==> src/trap_pkg.sv <==
package trap_pkg;

  typedef logic [31:0] xlen_t;                     // Machine data word
  typedef logic [11:0] csr_addr_t;                 // CSR address as found in the instruction
  typedef logic [4:0]  cause_t;                    // Exception code field of mcause

  // CSR operation as the core presents it after decode
  typedef enum logic [1:0] {
    csr_op_write = 2'd0,                           // Plain write of the source operand
    csr_op_set   = 2'd1,                           // Set the bits that are one in the operand
    csr_op_clear = 2'd2                            // Clear the bits that are one in the operand
  } csr_op_e;

  localparam csr_addr_t CSR_MSTATUS  = 12'h300;
  localparam csr_addr_t CSR_MIE      = 12'h304;
  localparam csr_addr_t CSR_MTVEC    = 12'h305;
  localparam csr_addr_t CSR_MSCRATCH = 12'h340;
  localparam csr_addr_t CSR_MEPC     = 12'h341;
  localparam csr_addr_t CSR_MCAUSE   = 12'h342;
  localparam csr_addr_t CSR_MIP      = 12'h344;

  localparam int MSTATUS_MIE_BIT  = 3;             // Global machine interrupt enable
  localparam int MSTATUS_MPIE_BIT = 7;             // Enable state saved on trap entry

  localparam int IRQ_MSI_BIT = 3;                  // Software interrupt in mie and mip
  localparam int IRQ_MTI_BIT = 7;                  // Timer interrupt in mie and mip
  localparam int IRQ_MEI_BIT = 11;                 // External interrupt in mie and mip

  localparam cause_t CAUSE_MSI = 5'd3;
  localparam cause_t CAUSE_MTI = 5'd7;
  localparam cause_t CAUSE_MEI = 5'd11;

  localparam int MCAUSE_IRQ_BIT = 31;              // Set in mcause for every interrupt

  // Bits that keep a written value, everything else reads as zero
  localparam xlen_t MSTATUS_WMASK = (xlen_t'(1) << MSTATUS_MIE_BIT)
                                  | (xlen_t'(1) << MSTATUS_MPIE_BIT);
  localparam xlen_t MIE_WMASK     = (xlen_t'(1) << IRQ_MSI_BIT)
                                  | (xlen_t'(1) << IRQ_MTI_BIT)
                                  | (xlen_t'(1) << IRQ_MEI_BIT);
  localparam xlen_t MEPC_WMASK    = 32'hFFFF_FFFC;  // Instruction addresses are word aligned
  localparam xlen_t MTVEC_WMASK   = 32'hFFFF_FFFD;  // Mode bit 0 kept and bit 1 reserved

endpackage

==> src/clint_pkg.sv <==
package clint_pkg;

  typedef logic [15:0] axil_addr_t;                // Byte offset into the CLINT window
  typedef logic [31:0] axil_data_t;                // Bus data word
  typedef logic [1:0]  axil_resp_t;                // Write and read response code
  typedef logic [63:0] mtime_t;                    // Full width of mtime and mtimecmp

  localparam axil_resp_t RESP_OKAY   = 2'b00;
  localparam axil_resp_t RESP_SLVERR = 2'b10;

  // Register map of the CLINT with a single hart
  localparam axil_addr_t CLINT_MSIP        = 16'h0000;
  localparam axil_addr_t CLINT_MTIMECMP_LO = 16'h4000;
  localparam axil_addr_t CLINT_MTIMECMP_HI = 16'h4004;
  localparam axil_addr_t CLINT_MTIME_LO    = 16'hBFF8;
  localparam axil_addr_t CLINT_MTIME_HI    = 16'hBFFC;

  localparam int AXIL_STRB_W = 4;                  // One strobe per byte of the data word

  // Compare value out of reach so that no timer interrupt fires after reset
  localparam mtime_t MTIMECMP_RESET = 64'hFFFF_FFFF_FFFF_FFFF;

endpackage

==> src/trap_if.sv <==
`timescale 1ns/10ps

// Link between the CSR file and the interrupt control block
interface trap_if import trap_pkg::*; ();

  logic   global_ie;                               // mstatus.MIE
  xlen_t  mie_q;                                   // Interrupt enable register
  xlen_t  mip_q;                                   // Registered pending sources
  xlen_t  mtvec_q;                                 // Trap vector base and mode
  logic   trap_take;                               // Trap is taken at the next edge
  cause_t trap_cause;                              // Code of the winning interrupt

  modport csr (
    output global_ie, mie_q, mip_q, mtvec_q,
    input  trap_take, trap_cause
  );

  modport ctrl (
    input  global_ie, mie_q, mip_q, mtvec_q,
    output trap_take, trap_cause
  );

endinterface

==> src/csr_file.sv <==
`timescale 1ns/10ps

module csr_file import trap_pkg::*; (
  input  logic      clk,
  input  logic      reset_n,
  input  logic      csr_valid,                     // Decoded CSR instruction this cycle
  input  csr_op_e   csr_op,
  input  csr_addr_t csr_addr,
  input  xlen_t     csr_wdata,
  output xlen_t     csr_rdata,
  output logic      csr_illegal,
  input  xlen_t     retire_pc,                     // PC saved into mepc on trap entry
  input  logic      mret,
  input  logic      irq_msi,
  input  logic      irq_mti,
  input  logic      irq_external,
  output xlen_t     mret_target,
  trap_if.csr       tif
);

  xlen_t mstatus_q;                                // Only MIE and MPIE are implemented
  xlen_t mie_q;
  xlen_t mtvec_q;
  xlen_t mscratch_q;
  xlen_t mepc_q;
  xlen_t mcause_q;
  xlen_t mip_q;                                    // Sampled sources with one cycle delay
  xlen_t csr_wval;                                 // Value after the write, set or clear
  xlen_t mip_next;
  logic  csr_we;                                   // CSR write survives trap and mret

  // Read mux is purely combinational on the address
  always_comb begin
    csr_illegal = 1'b0;
    case (csr_addr)
      CSR_MSTATUS:  csr_rdata = mstatus_q;
      CSR_MIE:      csr_rdata = mie_q;
      CSR_MTVEC:    csr_rdata = mtvec_q;
      CSR_MSCRATCH: csr_rdata = mscratch_q;
      CSR_MEPC:     csr_rdata = mepc_q;
      CSR_MCAUSE:   csr_rdata = mcause_q;
      CSR_MIP:      csr_rdata = mip_q;
      default: begin
        csr_rdata   = '0;                          // Unknown CSR reads as zero
        csr_illegal = 1'b1;                        // and is flagged to the core
      end
    endcase
  end

  // Read-modify-write value before the per-register mask
  always_comb begin
    case (csr_op)
      csr_op_write: csr_wval = csr_wdata;
      csr_op_set:   csr_wval = csr_rdata | csr_wdata;
      csr_op_clear: csr_wval = csr_rdata & ~csr_wdata;
      default:      csr_wval = csr_rdata;          // Encoding 3 leaves the register unchanged
    endcase
  end

  // Trap entry wins over mret and mret wins over a CSR write
  assign csr_we = csr_valid && !tif.trap_take && !mret && !csr_illegal;

  // Pending sources in their standard mip positions
  always_comb begin
    mip_next               = '0;
    mip_next[IRQ_MSI_BIT]  = irq_msi;
    mip_next[IRQ_MTI_BIT]  = irq_mti;
    mip_next[IRQ_MEI_BIT]  = irq_external;
  end

  always_ff @(posedge clk or negedge reset_n) begin
    if (!reset_n) begin
      mstatus_q  <= '0;
      mie_q      <= '0;
      mtvec_q    <= '0;
      mscratch_q <= '0;
      mepc_q     <= '0;
      mcause_q   <= '0;
      mip_q      <= '0;
    end else begin
      mip_q <= mip_next;                           // Sampled every cycle regardless of traps
      if (tif.trap_take) begin
        mepc_q                       <= retire_pc & MEPC_WMASK;
        mcause_q                     <= '0;
        mcause_q[MCAUSE_IRQ_BIT]     <= 1'b1;      // Interrupt flag
        mcause_q[$bits(cause_t)-1:0] <= tif.trap_cause;
        mstatus_q[MSTATUS_MPIE_BIT]  <= mstatus_q[MSTATUS_MIE_BIT];
        mstatus_q[MSTATUS_MIE_BIT]   <= 1'b0;      // Handler runs with interrupts off
      end else if (mret) begin
        mstatus_q[MSTATUS_MIE_BIT]   <= mstatus_q[MSTATUS_MPIE_BIT];
        mstatus_q[MSTATUS_MPIE_BIT]  <= 1'b1;
      end else if (csr_we) begin
        case (csr_addr)
          CSR_MSTATUS:  mstatus_q  <= csr_wval & MSTATUS_WMASK;
          CSR_MIE:      mie_q      <= csr_wval & MIE_WMASK;
          CSR_MTVEC:    mtvec_q    <= csr_wval & MTVEC_WMASK;
          CSR_MSCRATCH: mscratch_q <= csr_wval;
          CSR_MEPC:     mepc_q     <= csr_wval & MEPC_WMASK;
          CSR_MCAUSE:   mcause_q   <= csr_wval;
          default: ;                               // mip is read-only
        endcase
      end
    end
  end

  assign mret_target = mepc_q;                     // Return address is always on display

  // State the interrupt control block decides on
  assign tif.global_ie = mstatus_q[MSTATUS_MIE_BIT];
  assign tif.mie_q     = mie_q;
  assign tif.mip_q     = mip_q;
  assign tif.mtvec_q   = mtvec_q;

endmodule

==> src/int_control.sv <==
`timescale 1ns/10ps

module int_control import trap_pkg::*; (
  input  logic  retire_valid,                      // An instruction retires this cycle
  output logic  trap_taken,
  output xlen_t trap_target,
  trap_if.ctrl  tif
);

  xlen_t  pending;                                 // Pending and individually enabled
  logic   any_pending;
  cause_t cause;
  xlen_t  vec_base;

  assign pending = tif.mie_q & tif.mip_q;

  // Fixed priority MEI then MSI then MTI
  always_comb begin
    any_pending = 1'b1;
    if (pending[IRQ_MEI_BIT]) begin
      cause = CAUSE_MEI;
    end else if (pending[IRQ_MSI_BIT]) begin
      cause = CAUSE_MSI;
    end else if (pending[IRQ_MTI_BIT]) begin
      cause = CAUSE_MTI;
    end else begin
      cause       = '0;
      any_pending = 1'b0;                          // Nothing to take
    end
  end

  // Interrupts are taken only at an instruction boundary
  assign trap_taken = retire_valid && tif.global_ie && any_pending;

  // Base address with the two mode bits dropped
  assign vec_base = {tif.mtvec_q[31:2], 2'b00};

  // Vectored mode jumps to base plus four times the cause
  always_comb begin
    if (tif.mtvec_q[0]) begin
      trap_target = vec_base + (xlen_t'(cause) << 2);
    end else begin
      trap_target = vec_base;                      // Direct mode uses one entry point
    end
  end

  assign tif.trap_take  = trap_taken;
  assign tif.trap_cause = cause;

endmodule

==> src/clint_axil.sv <==
`timescale 1ns/10ps

module clint_axil import clint_pkg::*; (
  input  logic             clk,
  input  logic             reset_n,
  input  axil_addr_t       awaddr,
  input  logic             awvalid,
  output logic             awready,
  input  axil_data_t       wdata,
  input  logic [3:0]       wstrb,
  input  logic             wvalid,
  output logic             wready,
  output axil_resp_t       bresp,
  output logic             bvalid,
  input  logic             bready,
  input  axil_addr_t       araddr,
  input  logic             arvalid,
  output logic             arready,
  output axil_data_t       rdata,
  output axil_resp_t       rresp,
  output logic             rvalid,
  input  logic             rready,
  output logic             msip,                   // Software interrupt request
  output logic             mtip                    // Timer interrupt request
);

  mtime_t     mtime;                               // Free-running time base
  mtime_t     mtimecmp;
  logic       wr_fire;                             // Address and data accepted together
  logic       rd_fire;
  logic       wr_hit;                              // Write offset is in the register map
  axil_data_t rd_val;                              // Read mux output
  logic       rd_hit;

  // Byte lanes with a strobe take the new data
  function automatic axil_data_t merge_strb(axil_data_t old_val, axil_data_t new_val,
                                            logic [AXIL_STRB_W-1:0] strb);
    axil_data_t res;
    res = old_val;
    for (int i = 0; i < AXIL_STRB_W; i++) begin
      if (strb[i]) res[8*i +: 8] = new_val[8*i +: 8];
    end
    return res;
  endfunction

  // A response still waiting for its ready holds off the next request
  assign awready = !bvalid;
  assign wready  = !bvalid;
  assign arready = !rvalid;
  assign wr_fire = awvalid && wvalid && !bvalid;
  assign rd_fire = arvalid && !rvalid;

  always_comb begin
    case (awaddr)
      CLINT_MSIP, CLINT_MTIMECMP_LO, CLINT_MTIMECMP_HI,
      CLINT_MTIME_LO, CLINT_MTIME_HI: wr_hit = 1'b1;
      default:                        wr_hit = 1'b0;
    endcase
  end

  always_comb begin
    rd_hit = 1'b1;
    case (araddr)
      CLINT_MSIP:        rd_val = axil_data_t'(msip);
      CLINT_MTIMECMP_LO: rd_val = mtimecmp[31:0];
      CLINT_MTIMECMP_HI: rd_val = mtimecmp[63:32];
      CLINT_MTIME_LO:    rd_val = mtime[31:0];
      CLINT_MTIME_HI:    rd_val = mtime[63:32];
      default: begin
        rd_val = '0;                               // Unmapped reads return zero
        rd_hit = 1'b0;
      end
    endcase
  end

  // Timer registers and handshake state
  always_ff @(posedge clk or negedge reset_n) begin
    if (!reset_n) begin
      mtime    <= '0;
      mtimecmp <= MTIMECMP_RESET;
      msip     <= 1'b0;
      mtip     <= 1'b0;
      bvalid   <= 1'b0;
      bresp    <= RESP_OKAY;
      rvalid   <= 1'b0;
      rdata    <= '0;
      rresp    <= RESP_OKAY;
    end else begin
      mtime <= mtime + 64'd1;                      // Counts one per clock
      mtip  <= (mtime >= mtimecmp);                // Level request while the compare holds
      if (wr_fire) begin
        case (awaddr)
          CLINT_MSIP:        msip <= wstrb[0] ? wdata[0] : msip;
          CLINT_MTIMECMP_LO: mtimecmp[31:0]  <= merge_strb(mtimecmp[31:0], wdata, wstrb);
          CLINT_MTIMECMP_HI: mtimecmp[63:32] <= merge_strb(mtimecmp[63:32], wdata, wstrb);
          default: ;                               // mtime is read-only and holes are ignored
        endcase
      end
      if (wr_fire) begin
        bvalid <= 1'b1;
        bresp  <= wr_hit ? RESP_OKAY : RESP_SLVERR;
      end else if (bready) begin
        bvalid <= 1'b0;                            // Response taken by the master
      end
      if (rd_fire) begin
        rvalid <= 1'b1;
        rdata  <= rd_val;
        rresp  <= rd_hit ? RESP_OKAY : RESP_SLVERR;
      end else if (rready) begin
        rvalid <= 1'b0;
      end
    end
  end

endmodule

==> src/trap_unit_top.sv <==
`timescale 1ns/10ps

module trap_unit_top import trap_pkg::*, clint_pkg::*; (
  input  logic       clk,
  input  logic       reset_n,
  input  logic       csr_valid,
  input  csr_op_e    csr_op,
  input  csr_addr_t  csr_addr,
  input  xlen_t      csr_wdata,
  output xlen_t      csr_rdata,
  output logic       csr_illegal,
  input  logic       retire_valid,
  input  xlen_t      retire_pc,
  input  logic       mret,
  input  logic       irq_external,                 // Level request from the platform
  output logic       trap_taken,
  output xlen_t      trap_target,
  output xlen_t      mret_target,
  input  axil_addr_t awaddr,
  input  logic       awvalid,
  output logic       awready,
  input  axil_data_t wdata,
  input  logic [3:0] wstrb,
  input  logic       wvalid,
  output logic       wready,
  output axil_resp_t bresp,
  output logic       bvalid,
  input  logic       bready,
  input  axil_addr_t araddr,
  input  logic       arvalid,
  output logic       arready,
  output axil_data_t rdata,
  output axil_resp_t rresp,
  output logic       rvalid,
  input  logic       rready
);

  logic msip;                                      // CLINT software request into mip
  logic mtip;                                      // CLINT timer request into mip

  trap_if u_tif ();

  csr_file u_csr_file (
    .clk, .reset_n,
    .csr_valid, .csr_op, .csr_addr, .csr_wdata, .csr_rdata, .csr_illegal,
    .retire_pc, .mret,
    .irq_msi (msip),
    .irq_mti (mtip),
    .irq_external, .mret_target,
    .tif     (u_tif.csr)
  );

  int_control u_int_control (
    .retire_valid, .trap_taken, .trap_target,
    .tif (u_tif.ctrl)
  );

  clint_axil u_clint_axil (
    .clk, .reset_n,
    .awaddr, .awvalid, .awready, .wdata, .wstrb, .wvalid, .wready,
    .bresp, .bvalid, .bready,
    .araddr, .arvalid, .arready, .rdata, .rresp, .rvalid, .rready,
    .msip, .mtip
  );

endmodule

==> config.mk <==
export PLATFORM = sky130hd
export DESIGN_NAME = trap_unit_top
export DESIGN_NICKNAME = d
export VERILOG_FILES = /design/src/trap_pkg.sv /design/src/clint_pkg.sv /design/src/trap_if.sv /design/src/csr_file.sv /design/src/int_control.sv /design/src/clint_axil.sv /design/src/trap_unit_top.sv
export SDC_FILE = /design/constraint.sdc
export NUM_CORES = 1
export LEC_CHECK = 0
export CORE_MARGIN = 1.5
export CORE_UTILIZATION = 55
export DETAILED_ROUTE_END_ITERATION = 7
export DONT_BUFFER_PORTS = 1
export PLACE_DENSITY = 0.79
export SLEW_MARGIN = 10
export SYNTH_ARGS = -nofsm -noshare
export SYNTH_HDL_FRONTEND = slang
export SYNTH_HIERARCHICAL = 1
export SYNTH_SLANG_ARGS = --single-unit
export TNS_END_PERCENT = 20
==> constraint.sdc <==
create_clock -name clk -period 4.9 [get_ports clk]
set_input_delay 0.735 -clock clk [delete_from_list [all_inputs] [get_ports clk]]
set_output_delay 0.735 -clock clk [all_outputs]
set_load 0.005 [all_outputs]
==> summary.txt, run 1 <==
CTS tree = done
# nets final = 1957
worst skew pair latency = 0.52 ns
Rel. slew slack = 0.250
routed len/inst = 22.6 µm
GRT Resource Usage Total = 0.295
row count = 64
crit path kind = reg -> out
peak supply drop = 0.248 mV
Mapped Cells = 1786
CTS root buffer = clkbuf_16
Clock Pin Slew Worst Setup and Hold Paths = 0.06 ns
WHS = -0.0697 ns
worst-path maximum fanout = 6
Slew Limit Fails = 0
iteration-0 DRC count of the detailed router = 1360
RSZ-0062 raised after global routing = no
reg2reg path depth = 8
Synth Area per Inst = 9.73 µm²
DRT antenna net count = 0
Syn-to-layout area delta = 7.59%
CTS resizes = 0
Max Root-Sink Buffers = 3
setup bufs post-CTS = 0
max-cap violations = 0
Slew @ Worst Pin = 1.12 ns
worst path arrival time = 3.33 ns
first-pass GRT wire length = 77.3 mm
number of global-route vias before repair = 13900
Achievable Freq = 246 MHz
Num CTS Buffers = 34
slowest cell on the critical path = o21bai_1
final hold violation count = 63
# clock sinks = 299
Final HPWL DP = 33.1 mm
Hold Crit Class = in -> async
Post-Route Setup TNS = 0 ns
crit path launch type = register
CP endpoint = trap_target[31]
dpl ws = 1.45 ns
crit path cell chain = and2_1, a21o_1, nand2b_1, ha_1, a211oi_1, o21bai_1, nand4_1, xnor2_1
antenna violations before repair = 1
Die W = 181 µm
layout cell share with drive strength beyond 1 = 0.162
Detailed Route WL = 48.7 mm
Ys Warns = 6
CP max stage delay = 0.50 ns
Core ar. = 30800 µm²
Die ar. = 32700 µm²
Die Ht = 181 µm
largest net degree at the start of global routing = 300
fin worst setup slack = 0.832 ns
R2R Path Start = u_csr_file/tif.mie_q[11]
H-Tree Depth = 2
failing checks = DRC, hold timing
R2R setup slack = 1.53 ns
FF-to-FF End = u_csr_file/tif.mtvec_q[18]
GPL Wtd Cong = 0.988
endpoints failing setup = 0
outcome = finished with violations
P_leak = 8.02 nW
Final Cycle Share = 0.830
Ports = 296
Worst EP required = 4.16 ns
Power Dens Cells = 282 nW/µm²
Starting Density = 0.564
Mapped Area = 17400 µm²
clock skew = 0.0180 ns
grt ovf = 0
via-per-instance ratio = 6.56
worst setup path startpoint = u_csr_file/tif.mie_q[11]
detailed-route DRC error count = 2
vias = 14100
minimum clock period = 4.07 ns
First-pass DRT Iterations = 8
Setup crit end kind = primary output
PortBufs = 0
-- through the flow --
stage	hold slack (ns)	area (µm²)	total power [mW]	cells	utilization
3_5_place_dp	0.352	17500	2.66	2090	0.568
6_report	-0.0697	18700	5.28	2153	0.606
5_1_grt	-0.0920	18700	5.44	2153	0.606
2_1_floorplan	0.331	17400	2.66	1790	-
4_1_cts	-0.0986	18700	5.33	2152	0.606
3_3_place_gp	0.341	17500	2.66	2090	0.568
-- report_power, final --
part           internal, mW  total [mW]  switching [mW]
logic                0.0582       0.138          0.0798
clock network          1.62        2.65            1.03
registers              2.48        2.49         0.00765
-- worst min path at each step --
stage,from,endpoint,slack (ns),cells past startpoint
global route,reset_n,u_clint_axil/rdata[23],-0.09,0
floorplan,u_clint_axil/mtip,u_csr_file/tif.mip_q[7],0.33,0
finish,reset_n,u_clint_axil/rdata[16],-0.07,0
global placement,u_clint_axil/mtip,u_csr_file/tif.mip_q[7],0.34,0
CTS,reset_n,u_clint_axil/rdata[20],-0.1,0
detailed placement,u_clint_axil/mtip,u_csr_file/tif.mip_q[7],0.35,0
-- cells in the final DEF (no fill, tap or decap), types with 32 or more instances in the layout --
cell and n:
mux2i_1 33, a2bb2oi_1 53, o21ai_1 37, xnor2_1 74
clkbuf_16 34, nand3_1 51, dfrtp_1 235, ha_1 69
o21ai_0 132, a21oi_1 74, nor2_1 94, mux2_2 100
a222oi_1 32, nand4_1 43, dfstp_2 64, inv_1 114
nand2_1 183
-- layout make-up --
| class | count | area, µm² |
|---|---|---|
| clock buffers | 47 | 980 |
| fillers | 2528 | 12100 |
| multi-input cells | 1266 | 8910 |
| well taps | 396 | 495 |
| flip-flops and latches | 299 | 7560 |
| clock inverters | 15 | 198 |
| diodes | 1 | 2.50 |
| inverters | 114 | 428 |
| repair buffers | 15 | 113 |
-- critical path: cells and delay by family (launching register included) --
kind,cells,cell delay [ns]
flip-flops,1,0.39
AND/OR/NAND/NOR,3,0.94
AO/OA/AOI/OAI,3,0.79
XOR/XNOR,1,0.33
adder cells (fa/ha/maj),1,0.38
-- flip-flops by register name, indices dropped and copies added (netlist names), 2 cells and up --
signal / flops
u_csr_file/mscratch_q: 32
u_clint_axil/mtime: 64
u_clint_axil/rdata: 32
u_csr_file/tif.mip_q: 3
u_csr_file/tif.mtvec_q: 31
u_csr_file/mret_target: 30
u_csr_file/mstatus_q: 2
u_csr_file/tif.mie_q: 3
u_csr_file/mcause_q: 32
u_clint_axil/mtimecmp: 64
-- per-layer routing --
metal  global-route usage  vias to the layer above  wire length (µm)
met1                0.369                     6963             18900
li1                     -                     6305                 -
met2                0.502                      722             23700
met3               0.0587                      137              4120
met4                0.118                        0              1970
met5                    0                        -                 0
(Power assumes the default switching activity.)
==> run 2, diff against run 1 <==
--- a/config.mk
+++ b/config.mk
@@ -5,6 +5,7 @@
 export SDC_FILE = /design/constraint.sdc
 export NUM_CORES = 1
 export LEC_CHECK = 0
+export ABC_AREA = 1
 export CORE_MARGIN = 1.5
 export CORE_UTILIZATION = 55
 export DETAILED_ROUTE_END_ITERATION = 7
==> constraint.sdc (replaced) <==
create_clock -name clk -period 3.8 [get_ports clk]
set_input_delay 0.57 -clock clk [delete_from_list [all_inputs] [get_ports clk]]
set_output_delay 0.57 -clock clk [all_outputs]
set_load 0.005 [all_outputs]
==> summary.txt, run 2 <==
CTS root buffer = clkbuf_16
Hold Crit Class = in -> async
CP bufs+invs = 3 (+3)
# nets final = 2842 (+45%)
Ports = 296 (unchanged)
Power Dens Cells = 340 nW/µm² (+20%)
Slew @ Worst Pin = 1.17 ns (+0.0470 ns)
most common cell after layout, fill and taps aside = nand2_1
Starting Density = 0.555 (-0.00884)
minimum clock period = 3.46 ns
layout cell share with drive strength beyond 1 = 0.100 (-0.0614)
Rel. slew slack = 0.218 (-0.0313)
antenna violations before repair = 1 (unchanged)
failing checks = hold timing
final std cells w/o fill = 3097 (+44%)
final hold violation count = 257 (+310%)
DRT antenna net count = 0 (unchanged)
crit path kind = reg -> out
most frequent cells in the layout = 919 x nand2_1, 329 x nand3_1, 235 x dfrtp_1, 229 x inv_1, 177 x o21ai_0
P_leak = 9.71 nW (+21%)
WHS = -0.260 ns (-0.191 ns)
GPL Wtd Cong = 0.994 (+0.66%)
crit path launch type = register
row count = 68 (+6.3%)
Achievable Freq = 289 MHz
RSZ-0062 raised after global routing = no
Clock Pin Slew Worst Setup and Hold Paths = 0.06 ns (about the same)
Num CTS Buffers = 35 (+2.9%)
Setup crit end kind = primary output
grt ovf = 0 (unchanged)
CP max stage delay = 0.47 ns (-0.03 ns)
Die Ht = 189 µm (+4.7%)
GRT Resource Usage Total = 0.346 (+0.0506)
Top delay family on crit path = simple AND/OR/NAND/NOR gates
endpoints failing setup = 0 (unchanged)
fin worst setup slack = 0.341 ns (-0.491 ns)
Ys Warns = 6 (unchanged)
iteration-0 DRC count of the detailed router = 1516 (+11%)
placed cells = 3033 (+45%)
Mapped Area = 19100 µm² (+9.7%)
Worst EP required = 3.23 ns (-0.93 ns)
Core ar. = 34400 µm² (+11%)
H-Tree Depth = 2 (unchanged)
Placed Area = 19200 µm² (+9.7%)
PortBufs = 0 (unchanged)
via-per-instance ratio = 5.86 (-11%)
post-route cell area = 20400 µm² (+9.2%)
DRT met1 WL = 24.3 mm (+28%)
Highest Signal Layer = met4
Die ar. = 35800 µm² (+9.6%)
FILL cells = 3197 (+26%)
vias = 18200 (+29%)
multi-input logic area = 9970 µm² (+12%)
biggest regs = u_clint_axil/mtime (64), u_clint_axil/mtimecmp (64)
crit path cell chain = nand2_1, nand2_1, a21oi_1, inv_1, ha_1, inv_1, fa_1, nor2_4, nor2_4, inv_2, nand3_1, nor2_2, xor2_1
peak supply drop = 0.346 mV (+39%)
clock skew = 0.0120 ns (-0.00603 ns)
reg2reg path depth = 14 (+6)
worst setup path startpoint = u_csr_file/tif.mie_q[11]
R2R setup slack = 1.09 ns (-0.44 ns)
worst-path maximum fanout = 5 (-1)
Final HPWL DP = 44.2 mm (+33%)
Synth Area per Inst = 7.17 µm² (-26%)
CTS tree = done
routed len/inst = 20.0 µm (-11%)
met2 wire len = 29.6 mm (+25%)
Met3 Wirelength = 5.37 mm (+30%)
worst path arrival time = 2.89 ns (-0.44 ns)
R2R Path Start = u_csr_file/tif.mie_q[11]
first-pass GRT wire length = 96.8 mm (+25%)
max-cap violations = 0 (unchanged)
Mapped Cells = 2659 (+49%)
First-pass DRT Iterations = 8 (unchanged)
Detailed Route WL = 62.0 mm (+27%)
largest net degree at the start of global routing = 300 (unchanged)
Register Area = 7560 µm² (unchanged)
Syn-to-layout area delta = 7.07%
Levels on crit path = 13 (+5)
Slew Limit Fails = 0 (unchanged)
Max Root-Sink Buffers = 3 (unchanged)
slowest cell on the critical path = fa_1
detailed-route DRC error count = 0 (-2)
outcome = finished with violations
number of global-route vias before repair = 17800 (+28%)
dpl ws = 0.876 ns (-0.570 ns)
worst skew pair latency = 0.54 ns (+0.02 ns)
Die W = 189 µm (+4.7%)
# clock sinks = 299 (unchanged)
Final Cycle Share = 0.910
Post-Route Setup TNS = 0 ns (unchanged)
[run 2: metrics by stage]
step / power, mW / util
final: 6.94 / 0.594
after global routing: 7.12 / 0.594
after CTS: 7.00 / 0.594
after detailed placement: 3.45 / 0.559
after global placement: 3.44 / 0.559
after floorplan: 3.40 / -
[run 2: power breakdown]
part / switching [mW] / total [mW] / internal (mW)
combinational: 0.146 / 0.188 / 0.0416
sequential: 0.0100 / 3.21 / 3.20
clock: 1.39 / 3.55 / 2.16
total: 1.54 / 6.94 / 5.40
[run 2: area by class of cell]
type	instances	share of cell area
clock inverter	10	0.00644
multi-input combinational	2006	0.488
inverter	252	0.0463
timing repair buffer	21	0.00772
antenna	1	0.000123
tap	455	0.0279
clock buffer	53	0.0527
sequential	299	0.370
[run 2: per-layer routing]
layer,vias up,global-route usage
met4,0,0.160
met3,178,0.0539
met5,-,0
met2,909,0.588
met1,8625,0.433
li1,8449,-
[run 2: worst paths after layout]
check | to
max in group asynchronous | u_csr_file/mscratch_q[15]
setup / recovery | trap_target[16]
setup reg to reg | u_csr_file/tif.mtvec_q[19]
hold reg to reg | u_csr_file/tif.mip_q[7]
min in group clk | u_csr_file/tif.mip_q[11]
hold / removal | u_clint_axil/rvalid
[run 2: repair_timing]
item / CTS / global route
endpoints found under the hold margin: 299 / 273
resized for setup: 0 / 0
setup endpoints to repair: 0 / 0
buffers inserted: 0 / 0
